### src/hdl/nora_config.svh
// Build-time constants of the debug path
// Included by the package and by every RTL block that needs a constant
`ifndef NORA_CONFIG_SVH
`define NORA_CONFIG_SVH

// Internal reset hold after the synchronized release, in clk6x cycles
`define NORA_RESET_HOLD 8

`define NORA_SRAM_AW 21         // External SRAM address width

`define ICD_CMD_WRITE 8'h01     // Frame header for SRAM write
`define ICD_CMD_READ 8'h02      // Frame header for SRAM read

`define NORA_PHASES 6           // clk6x cycles per CPU cycle

`endif

### src/hdl/nora_pkg.sv
// Struct types shared by the debug path blocks
// Ports use scoped names, module bodies import what they declare
`include "nora_config.svh"

package nora_pkg;

    // Debug master request toward the bus controller
    // Held as a level until the ack pulse
    typedef struct packed {
        logic [23:0] addr;      // CPU-side 24-bit address
        logic [7:0]  datawr;    // Write data
        logic        rwn;       // High for read
        logic        req_sram;  // SRAM request level
    } nora_mst_req_t;

    // One byte out of the SPI slave
    typedef struct packed {
        logic [7:0] data;       // Received byte
        logic       hdr_en;     // First byte of frame
        logic       db_en;      // Any later byte
    } icd_rx_t;

    // External memory bus outputs
    typedef struct packed {
        logic [`NORA_SRAM_AW-1:0] addr;     // SRAM address
        logic                     sram_csn; // SRAM chip-select, active low
        logic                     rdn;      // Read strobe
        logic                     wrn;      // Write strobe
        logic [7:0]               db;       // Data toward memory
        logic                     db_oe;    // Data bus drive enable
    } mem_bus_t;

endpackage

### src/hdl/bus_controller.sv
// External memory bus controller for debug requests
// Runs one SRAM cycle per request, framed by the phaser strobes
`timescale 1ns/1ps
`include "nora_config.svh"

module bus_controller (
    input  logic                    clk6x,
    input  logic                    resetn_i,
    input  logic                    setup_cs_i,
    input  logic                    release_cs_i,
    input  nora_pkg::nora_mst_req_t mst_req_i,
    output logic [7:0]              mst_datard_o,
    output logic                    mst_ack_o,
    output nora_pkg::mem_bus_t      mem_o,
    input  logic [7:0]              mem_db_i
);
    typedef enum logic [1:0] {
        ST_IDLE,    // No request
        ST_WAIT,    // Request seen, waiting for phase 0
        ST_ACTIVE   // SRAM cycle in progress
    } bus_state_t;

    bus_state_t state_q;
    bus_state_t state_d;
    logic       pending;        // Request not yet served
    logic       start;          // Access begins this cycle
    logic       active;         // Chip-select and strobe window
    logic       finish;         // Last phase of the access

    // Request is still high in the ack cycle, so mask it
    assign pending = mst_req_i.req_sram & ~mst_ack_o;
    assign start   = (state_q != ST_ACTIVE) & pending & setup_cs_i;
    assign active  = start | (state_q == ST_ACTIVE);
    assign finish  = (state_q == ST_ACTIVE) & release_cs_i;

    always_comb begin
        state_d = state_q;
        case (state_q)
            ST_IDLE: begin
                if (pending) state_d = setup_cs_i ? ST_ACTIVE : ST_WAIT;
            end
            ST_WAIT: begin
                if (setup_cs_i) state_d = ST_ACTIVE;
            end
            ST_ACTIVE: begin
                if (release_cs_i) state_d = ST_IDLE;
            end
            default: state_d = ST_IDLE;
        endcase
    end

    always_ff @(posedge clk6x or negedge resetn_i) begin
        if (!resetn_i) begin
            state_q   <= ST_IDLE;
            mst_ack_o <= 1'b0;
        end else begin
            state_q   <= state_d;
            mst_ack_o <= finish;        // Same edge as data capture
        end
    end

    // SRAM read data sampled at the end of the access
    always_ff @(posedge clk6x) begin
        if (finish) mst_datard_o <= mem_db_i;
    end

    // Pin drive, upper address bits alias onto the SRAM
    always_comb begin
        mem_o.addr     = mst_req_i.addr[`NORA_SRAM_AW-1:0];
        mem_o.sram_csn = ~active;
        mem_o.rdn      = ~(active & mst_req_i.rwn);
        mem_o.wrn      = ~(active & ~mst_req_i.rwn);
        mem_o.db       = mst_req_i.datawr;
        mem_o.db_oe    = active & ~mst_req_i.rwn;  // Writes only
    end

endmodule

### src/hdl/icd_controller.sv
// ICD frame decoder
// Turns header, address and data bytes from the SPI slave into SRAM requests
`timescale 1ns/1ps
`include "nora_config.svh"

module icd_controller (
    input  logic                    clk6x,
    input  logic                    resetn_i,
    input  nora_pkg::icd_rx_t       rx_i,
    output logic [7:0]              tx_byte_o,
    output logic                    tx_en_o,
    output nora_pkg::nora_mst_req_t mst_req_o,
    input  logic [7:0]              mst_datard_i,
    input  logic                    mst_ack_i
);
    import nora_pkg::*;

    typedef enum logic [2:0] {
        ST_HDR,     // Waiting for a header
        ST_ADH,     // Address bits 23:16
        ST_ADM,     // Address bits 15:8
        ST_ADL,     // Address bits 7:0
        ST_DATA,    // Data bytes
        ST_SKIP     // Unknown command, rest of frame ignored
    } icd_state_t;

    icd_state_t    state_q;
    logic          rd_q;        // Read frame
    nora_mst_req_t req_q;       // Outstanding request

    always_ff @(posedge clk6x or negedge resetn_i) begin
        if (!resetn_i) begin
            state_q <= ST_HDR;
            rd_q    <= 1'b0;
            req_q   <= '0;
            tx_en_o <= 1'b0;
        end else begin
            tx_en_o <= mst_ack_i & req_q.rwn;       // Read data to the slave
            // Access done
            if (mst_ack_i) begin
                req_q.req_sram <= 1'b0;
                req_q.addr     <= req_q.addr + 24'd1;   // Auto-increment
            end
            if (rx_i.hdr_en) begin
                // A new header restarts the frame
                case (rx_i.data)
                    `ICD_CMD_WRITE: begin
                        rd_q    <= 1'b0;
                        state_q <= ST_ADH;
                    end
                    `ICD_CMD_READ: begin
                        rd_q    <= 1'b1;
                        state_q <= ST_ADH;
                    end
                    default: state_q <= ST_SKIP;
                endcase
            end else if (rx_i.db_en) begin
                case (state_q)
                    ST_ADH: begin
                        req_q.addr[23:16] <= rx_i.data;
                        state_q           <= ST_ADM;
                    end
                    ST_ADM: begin
                        req_q.addr[15:8] <= rx_i.data;
                        state_q          <= ST_ADL;
                    end
                    ST_ADL: begin
                        req_q.addr[7:0] <= rx_i.data;
                        state_q         <= ST_DATA;
                        // First read goes out right away
                        if (rd_q) begin
                            req_q.rwn      <= 1'b1;
                            req_q.req_sram <= 1'b1;
                        end
                    end
                    ST_DATA: begin
                        req_q.rwn      <= rd_q;
                        req_q.req_sram <= 1'b1;     // Write or next prefetch
                        if (!rd_q) req_q.datawr <= rx_i.data;
                    end
                    default: ;                      // Header wait or skip
                endcase
            end
        end
    end

    // Reply byte, valid with tx_en_o
    always_ff @(posedge clk6x) begin
        if (mst_ack_i) tx_byte_o <= mst_datard_i;
    end

    assign mst_req_o = req_q;

endmodule

### src/hdl/nora_top.sv
// Top level of the debug path
// SPI debugger port in, external SRAM bus and CPU phase clock out
`timescale 1ns/1ps

module nora_top (
    input  logic               clk6x,          // Fast clock straight from the pin
    input  logic               rst_n_i,
    input  logic               icd_sck_i,
    input  logic               icd_csn_i,
    input  logic               icd_mosi_i,
    output logic               icd_miso_o,
    output logic               icd_miso_oe_o,
    output logic               cphi2_o,
    output nora_pkg::mem_bus_t mem_o,
    input  logic [7:0]         mem_db_i
);
    import nora_pkg::*;

    logic          resetn;          // Internal reset, clk6x domain
    logic          setup_cs;        // Phase 0 of each CPU cycle
    logic          release_cs;      // Last phase of each CPU cycle
    icd_rx_t       icd_rx;
    logic [7:0]    icd_tx_byte;
    logic          icd_tx_en;
    nora_mst_req_t nora_mst_req;
    logic [7:0]    nora_mst_datard;
    logic          nora_mst_ack;    // End of access, read data valid

    resetgen rstgen0 (
        .clk6x    (clk6x),
        .rst_n_i  (rst_n_i),
        .resetn_o (resetn)
    );

    phaser ph0 (
        .clk6x        (clk6x),
        .resetn_i     (resetn),
        .cphi2_o      (cphi2_o),
        .setup_cs_o   (setup_cs),
        .release_cs_o (release_cs)
    );

    spi_slave icdspi (
        .clk6x            (clk6x),
        .resetn_i         (resetn),
        .spi_clk_i        (icd_sck_i),
        .spi_csn_i        (icd_csn_i),
        .spi_mosi_i       (icd_mosi_i),
        .spi_miso_o       (icd_miso_o),
        .spi_miso_drive_o (icd_miso_oe_o),  // Pad tristate control
        .rx_o             (icd_rx),
        .tx_byte_i        (icd_tx_byte),
        .tx_en_i          (icd_tx_en)
    );

    icd_controller icdctrl (
        .clk6x        (clk6x),
        .resetn_i     (resetn),
        .rx_i         (icd_rx),
        .tx_byte_o    (icd_tx_byte),
        .tx_en_o      (icd_tx_en),
        .mst_req_o    (nora_mst_req),
        .mst_datard_i (nora_mst_datard),
        .mst_ack_i    (nora_mst_ack)
    );

    bus_controller busctrl0 (
        .clk6x        (clk6x),
        .resetn_i     (resetn),
        .setup_cs_i   (setup_cs),
        .release_cs_i (release_cs),
        .mst_req_i    (nora_mst_req),
        .mst_datard_o (nora_mst_datard),
        .mst_ack_o    (nora_mst_ack),
        .mem_o        (mem_o),
        .mem_db_i     (mem_db_i)       // SRAM data back in
    );

endmodule

### src/hdl/phaser.sv
// CPU cycle phaser
// Splits clk6x into CPU cycles and gives the bus controller its chip-select timing
`timescale 1ns/1ps
`include "nora_config.svh"

module phaser (
    input  logic clk6x,
    input  logic resetn_i,
    output logic cphi2_o,       // CPU phase clock, high in second half
    output logic setup_cs_o,    // Phase 0 strobe
    output logic release_cs_o   // Last phase strobe
);
    localparam int unsigned PH = `NORA_PHASES;
    localparam int unsigned PW = $clog2(PH);
    localparam logic [PW-1:0] LAST = PW'(PH - 1);
    localparam logic [PW-1:0] HALF = PW'(PH / 2);

    logic [PW-1:0] phase_q;     // Current phase
    logic [PW-1:0] phase_nxt;

    // Wrap at the last phase
    always_comb begin
        if (phase_q == LAST) begin
            phase_nxt = '0;
        end else begin
            phase_nxt = phase_q + 1'b1;
        end
    end

    // Outputs decoded from the next phase
    // so they line up with phase_q and stay glitch free
    always_ff @(posedge clk6x or negedge resetn_i) begin
        if (!resetn_i) begin
            phase_q      <= LAST;   // First cycle after reset is phase 0
            cphi2_o      <= 1'b0;
            setup_cs_o   <= 1'b0;
            release_cs_o <= 1'b0;
        end else begin
            phase_q      <= phase_nxt;
            cphi2_o      <= (phase_nxt >= HALF);   // Phases 3 to 5
            setup_cs_o   <= (phase_nxt == '0);
            release_cs_o <= (phase_nxt == LAST);
        end
    end

endmodule

### src/hdl/resetgen.sv
// Reset generator for the clk6x domain
// Takes the board reset and releases the internal reset after a fixed hold
`timescale 1ns/1ps
`include "nora_config.svh"

module resetgen (
    input  logic clk6x,
    input  logic rst_n_i,
    output logic resetn_o
);
    localparam int unsigned HOLD = `NORA_RESET_HOLD;
    localparam int unsigned CW = $clog2(HOLD + 1);

    logic [1:0]    sync_q;      // Async assert, sync release
    logic [CW-1:0] hold_cnt_q;  // Cycles since synchronized release

    always_ff @(posedge clk6x or negedge rst_n_i) begin
        if (!rst_n_i) begin
            sync_q     <= 2'b00;
            hold_cnt_q <= '0;
            resetn_o   <= 1'b0;
        end else begin
            sync_q <= {sync_q[0], 1'b1};
            if (!sync_q[1]) begin
                hold_cnt_q <= '0;
                resetn_o   <= 1'b0;
            end else if (hold_cnt_q == CW'(HOLD - 1)) begin
                resetn_o <= 1'b1;                   // Counter parks here
            end else begin
                hold_cnt_q <= hold_cnt_q + 1'b1;
            end
        end
    end

endmodule

### src/hdl/spi_slave.sv
// SPI mode-0 slave for the ICD port, oversampled in clk6x
// Frames bytes for the ICD controller and shifts its reply bytes out on MISO
`timescale 1ns/1ps

module spi_slave (
    input  logic              clk6x,
    input  logic              resetn_i,
    input  logic              spi_clk_i,
    input  logic              spi_csn_i,
    input  logic              spi_mosi_i,
    output logic              spi_miso_o,
    output logic              spi_miso_drive_o,
    output nora_pkg::icd_rx_t rx_o,
    input  logic [7:0]        tx_byte_i,
    input  logic              tx_en_i
);
    logic [2:0] sck_q;          // Bit 2 is the previous sample
    logic [1:0] csn_q;
    logic [1:0] mosi_q;
    logic       sck_rise;
    logic       sck_fall;
    logic       csn_hi;         // Frame inactive
    logic       byte_done;      // Eighth rising edge
    logic [2:0] bit_cnt_q;
    logic       got_hdr_q;      // Header already received in this frame
    logic [6:0] rx_sh_q;        // First seven bits, MSB first
    logic [7:0] tx_sh_q;        // MISO shifter, MSB on the pin
    logic [7:0] rx_byte_q;
    logic       rx_hdr_q;
    logic       rx_db_q;

    assign sck_rise  = sck_q[1] & ~sck_q[2];
    assign sck_fall  = ~sck_q[1] & sck_q[2];
    assign csn_hi    = csn_q[1];
    assign byte_done = sck_rise & ~csn_hi & (bit_cnt_q == 3'd7);

    // Two-flop synchronizers, same depth for all pins
    always_ff @(posedge clk6x or negedge resetn_i) begin
        if (!resetn_i) begin
            sck_q  <= '0;
            csn_q  <= '1;       // Deselected
            mosi_q <= '0;
        end else begin
            sck_q  <= {sck_q[1:0], spi_clk_i};
            csn_q  <= {csn_q[0], spi_csn_i};
            mosi_q <= {mosi_q[0], spi_mosi_i};
        end
    end

    // Bit counter, frame flags and MISO shifter
    always_ff @(posedge clk6x or negedge resetn_i) begin
        if (!resetn_i) begin
            bit_cnt_q <= '0;
            got_hdr_q <= 1'b0;
            tx_sh_q   <= '0;
            rx_hdr_q  <= 1'b0;
            rx_db_q   <= 1'b0;
        end else begin
            rx_hdr_q <= byte_done & ~got_hdr_q;
            rx_db_q  <= byte_done & got_hdr_q;
            if (csn_hi) begin
                bit_cnt_q <= '0;            // Partial byte dropped
                got_hdr_q <= 1'b0;
                tx_sh_q   <= '0;
            end else begin
                if (sck_rise) bit_cnt_q <= bit_cnt_q + 1'b1;   // Wraps every byte
                if (byte_done) got_hdr_q <= 1'b1;
                // Shift only inside a byte, not on the trailing falling edge
                if (sck_fall && bit_cnt_q != 3'd0) tx_sh_q <= {tx_sh_q[6:0], 1'b0};
                if (byte_done) tx_sh_q <= '0;               // Zeros unless reloaded
                if (tx_en_i) tx_sh_q <= tx_byte_i;          // Reply for next byte
            end
        end
    end

    // Received data path
    always_ff @(posedge clk6x) begin
        if (sck_rise) rx_sh_q <= {rx_sh_q[5:0], mosi_q[1]};
        if (byte_done) rx_byte_q <= {rx_sh_q, mosi_q[1]};
    end

    assign rx_o = '{data: rx_byte_q, hdr_en: rx_hdr_q, db_en: rx_db_q};

    assign spi_miso_o       = tx_sh_q[7];
    assign spi_miso_drive_o = ~csn_hi;      // Drive for the whole frame

endmodule

### config.mk
export PLATFORM = sky130hd
export DESIGN_NAME = nora_top
export DESIGN_NICKNAME = d
export VERILOG_FILES = /design/src/hdl/nora_pkg.sv /design/src/hdl/bus_controller.sv /design/src/hdl/icd_controller.sv /design/src/hdl/nora_top.sv /design/src/hdl/phaser.sv /design/src/hdl/resetgen.sv /design/src/hdl/spi_slave.sv
export VERILOG_INCLUDE_DIRS = /design/src /design/src/hdl
export SDC_FILE = /design/constraint.sdc
export NUM_CORES = 1
export LEC_CHECK = 0
export ABC_AREA = 1
export BUFFER_PORTS_ARGS = -buffer_cell sky130_fd_sc_hd__clkbuf_2
export CAP_MARGIN = 40
export CORE_MARGIN = 2
export CORE_UTILIZATION = 45
export CTS_CLUSTER_DIAMETER = 120
export DETAILED_ROUTE_END_ITERATION = 8
export PLACE_DENSITY = 0.63
export SYNTH_ARGS = -nofsm -noshare
export SYNTH_HDL_FRONTEND = slang
export SYNTH_SLANG_ARGS = --single-unit
### constraint.sdc
create_clock -name clk6x -period 2.6 [get_ports clk6x]
set_input_delay 0.13 -clock clk6x [delete_from_list [all_inputs] [get_ports clk6x]]
set_output_delay 0.13 -clock clk6x [all_outputs]
set_load 0.01 [all_outputs]
; ---- Word-level counts from Yosys, hierarchy flattened
; Index checks and enable logic that the tools add are counted.
[totals]
regBits = 107
inputBits = 13
output_inout_bits = 36
wordCells = 128
[classes]
n_addsub = 4
order_cmp = 1
eq_ne = 19
mux = 34
n_bitwise = 25
reduce_logical = 17
[ops]
columns = cell, n
row1 = two-way mux 8 bit, 9
row2 = two-way mux 34 bit, 2
row3 = adder 24 x 1 -> 24 bit (second input constant), 1
row4 = two-way mux 24 bit, 1
row5 = two-way mux 3 bit, 6
row6 = AND 1 bit, 13
row7 = == test 3 bit (second input constant), 4
row8 = NOT 1 bit, 11
row9 = two-way mux 2 bit, 5
row10 = inequality test 2 bit (second input constant), 5
row11 = nonzero test 2 bit, 5
row12 = one-hot mux 3 bit (3 select lines), 1
row13 = == test 8 x 1 -> 1 bit (second input constant), 1
row14 = == test 8 x 2 -> 1 bit (second input constant), 1
row15 = two-way mux 4 bit, 2
row16 = AND reduction 4 bit, 2
row17 = nonzero test 4 bit, 2
row18 = adder 3 x 1 -> 3 bit (second input constant), 2
row19 = == test 3 x 2 -> 1 bit (second input constant), 2
row20 = one-hot mux 2 bit (3 select lines), 1
row21 = two-way mux 1 bit, 5
row22 = adder 4 x 1 -> 4 bit (second input constant), 1
row23 = == test 4 x 3 -> 1 bit (second input constant), 1
row24 = inequality test 2 x 1 -> 1 bit (second input constant), 2
row25 = other kinds (14), 15

; ---- Longest topological paths before layout
[logic_depth]
ltp_word = 7
mapped_depth = 10

; ---- By module
; A second synthesis with hierarchy kept.
[hier_totals]
cells_unflattened = 556
area_unflattened_um2 = 5152.4
[modules_own_cells]
columns = module, instances, cells_per_inst, area_each_um2, seq_area_each_um2
row1 = icd_controller, 1, 319, 2576.2, 1216.2
row2 = spi_slave, 1, 128, 1448.9, 978.4
row3 = bus_controller, 1, 62, 626.9, 315.3
row4 = resetgen, 1, 29, 289.0, 175.2
row5 = phaser, 1, 18, 211.5, 152.6

; ---- Worst setup path before layout
; OpenSTA, ideal clock, no wires.
[synth_path]
kind = register to register
startpoint = register, netlist name rstgen0.resetn_o
endpoint = register rstgen0.resetn_o
arrival_time_ns = 1.965
setup_slack_ns = 0.557
stages_incl_launch_ff = 3
path_buffers = 0
synth_period_minus_slack_ns = 2.043
path_cell_list = dfrtp_1 -> nor2_1 -> nor2_1
[synth_lines]
columns = item, line_no
row1 = "end signal, assigned", resetgen.sv:21  ; resetn_o <= 1'b0;
row2 = "end signal, assigned", resetgen.sv:26  ; resetn_o <= 1'b0;
row3 = "end signal, assigned", resetgen.sv:28  ; resetn_o <= 1'b1;
row4 = "end, declared", resetgen.sv:9  ; output logic resetn_o

==> out/qor.txt <==
ys async rst share: 70.19%
Leak: 2.549 nW
wire length of the first global-routing pass: 14770 um
nets@finish: 547
Final min period: 2.110 ns
Post-synth top flop: dfrtp_1
fin crit share: 81.17%
Area growth syn-to-layout: 10.43%
Worst VDD drop: 0.4879 mV
synthesized area: 4751 um^2
initial antenna violation count: 0
FP Rows: 37
Worst EP required: 2.47 ns
flops & latches, synth: 104
Max Cap Viol: 0
CTS root buf: clkbuf_8
H-tree levels: 3
Buf/Inv on CP: 4
most used cell, CP: inv_1
hold buffer count at cts: 12
Longest Clk Path Bufs: 2
Ant. Diodes: 0
Power Total: 2.809 mW
Die ar.: 11400 um^2
Final Hold Fails: 0
met1 wire length: 3896 um
crit path cell chain: inv_1, nand2_1, o21ai_1, inv_1, nor2_1, inv_1, clkbuf_2
DR WL met3: 370 um
Post-synth EDFFs: 31
cell count of the worst reg-to-reg path: 6
post_cts resized: 0
vias per inst: 4.799
layout cell share with drive strength beyond 1: 19.10%
setup TNS: 0 ns
# setup viols final: 0
Worst path top cell family by delay: flip-flops
via count: 3215
WS Path Type: flip-flop to output port
Port-buffer cells: 48
I/O pin count: 49
critical path capture point type: output port
final slew viol count: 0
Reg-to-Reg End: icdspi.tx_sh_q[1]
initial core utilization: 46.23%
Skew-Pair Late Insertion Delay: 0.37 ns
cells after synthesis: 491
Critical Path Start Type: flip-flop
TritonCTS clock tree: yes
clock skew: 0.009283 ns
# DRC: 0
Clock Sinks: 104
most common cell after layout, fill and taps aside: nand2_1
top sig layer: met4
initial DRC count: 156
Rel. slew slack: 51.06%
CP peak stage delay: 0.65 ns
synthesis warning total: 0
Worst Hold Class: input pin to asynchronous set/reset pin
syn avg cell area: 9.676 um^2
placed cells: 642
Min Hold Slack: 0.1151 ns
status: complete, no violations
total CTS buffers: 9
Reg2Reg Launch Point: icdspi.csn_q[1]
fmax: 0.4738 GHz
HPWL Detailed: 6410 um
DIE HEIGHT: 106.8 um
Power Density: 535.4 nW/um^2
Critical path origin: busctrl0.mst_ack_o
CP Data Arrival Time: 1.98 ns
Cell variety after synth: 40
Worst Path Max Fanout: 17
sequential share of the synthesized area: 58.15%
transition time of the tightest slew-check pin: 0.7315 ns
ANT nets after route: 0
final wirelength: 8646 um
most frequent cells in the layout: nand2_1, dfrtp_1, inv_1
GPL Wtd Cong: 0.8438
Detailed Routing Iterations Pass 1: 5
routed len/inst: 12.90 um
GR Overflow Total: 0
Global Route Usage Sum: 16.63%
RSZ-0062 raised after global routing: false
largest net degree at the start of global routing: 37
core area: 10280 um^2
vias in the first global route: 3266
Die W: 106.8 um
R2R setup slack: 0.74 ns
clk slew on worst S/H paths: 0.11 ns
Mapped Nets: 509
Crit-path slowest cell: dfrtp_1
DR WL met2: 4235 um
setup bufs post-CTS: 0
Post-Layout Cell Count: 670
-- how the worst max path moves through the flow --
stage                          to  slack (ns)  cells after the start
6_report                 mem_o[9]        0.49                      7
5_1_grt                  mem_o[9]        0.26                      7
4_1_cts                  mem_o[9]        0.42                      7
3_5_place_dp    icdspi.tx_sh_q[5]        0.78                      6
3_3_place_gp    icdspi.tx_sh_q[6]        0.81                      6
2_1_floorplan  busctrl0.mst_ack_o        0.55                      0
-- state kept, by name, summed over array words and instances (netlist names), 2 cells and up --
| name | count |
|---|---|
| icdspi.rx_sh_q | 7 |
| rstgen0.sync_q | 2 |
| icdctrl.state_q | 3 |
| ph0.phase_q | 3 |
| icdspi.csn_q | 2 |
| busctrl0.state_q | 2 |
| icdctrl.tx_byte_o | 8 |
| icdctrl.mst_req_o | 31 |
| icdspi.mosi_q | 2 |
| icdspi.bit_cnt_q | 3 |
| icdspi.sck_q | 3 |
| icdspi.tx_sh_q | 8 |
| icdspi.rx_byte_q | 8 |
| busctrl0.mst_datard_o | 8 |
| rstgen0.hold_cnt_q | 4 |
-- kinds of logic after synthesis --
group	Yosys count	synth area share (%)
AOI/OAI and AO/OA	53	6.242
adders and majority gates	5	1.317
and+or+nand+nor	226	22.83
buffers and inverters	96	10.27
DFF	104	58.15
xor gates and xnor gates	6	1.106
other	1	0.07893
-- synth_stat cells (5+ instances only) --
cell        n  area (um^2)
dfrtp_1    69         1727
a21oi_1    11        55.05
nand3_1    42        210.2
nor2_1     33        123.9
inv_1      57        214.0
edfxtp_1   31        930.9
nand4_1     7        43.79
nand2_2     5        31.28
o21ai_1    12        60.06
buf_4      29        217.7
o21ai_0    17        85.08
ha_1        5        62.56
nand2_1   113        424.2
nor2_2      6        37.54
-- per-layer routing --
metal,vias to the layer above,track usage [%]
met5,-,0
met4,0,7.514
met3,15,4.498
met2,67,27.93
met1,1491,20.02
li1,1642,-
-- report_power, final --
group	leakage, nW	internal [mW]	switching [mW]
logic	1.19	0.0342	0.0428
clock network	0.105	0.388	0.624
registers	1.25	1.71	0.0148
total	2.55	2.13	0.682
-- cell type report --
cell class / count / area (um^2)
clock buffer: 9 / 123.9
clock inverter: 7 / 83.83
fill: 970 / 5031
inverter: 61 / 229.0
multi-input combinational: 291 / 1500
sequential: 104 / 2764
tap: 136 / 170.2
timing repair buffer: 62 / 375.4
-- metrics by stage --
step	setup WS (ns)	util (%)	area, um^2
after floorplan	0.5529	-	4751
after global placement	0.8094	47.86	4918
after detailed placement	0.7813	47.86	4918
after CTS	0.4249	51.05	5246
after global routing	0.2576	51.05	5246
final	0.4895	51.05	5246
Note: power is estimated with default switching activity, not from simulation.
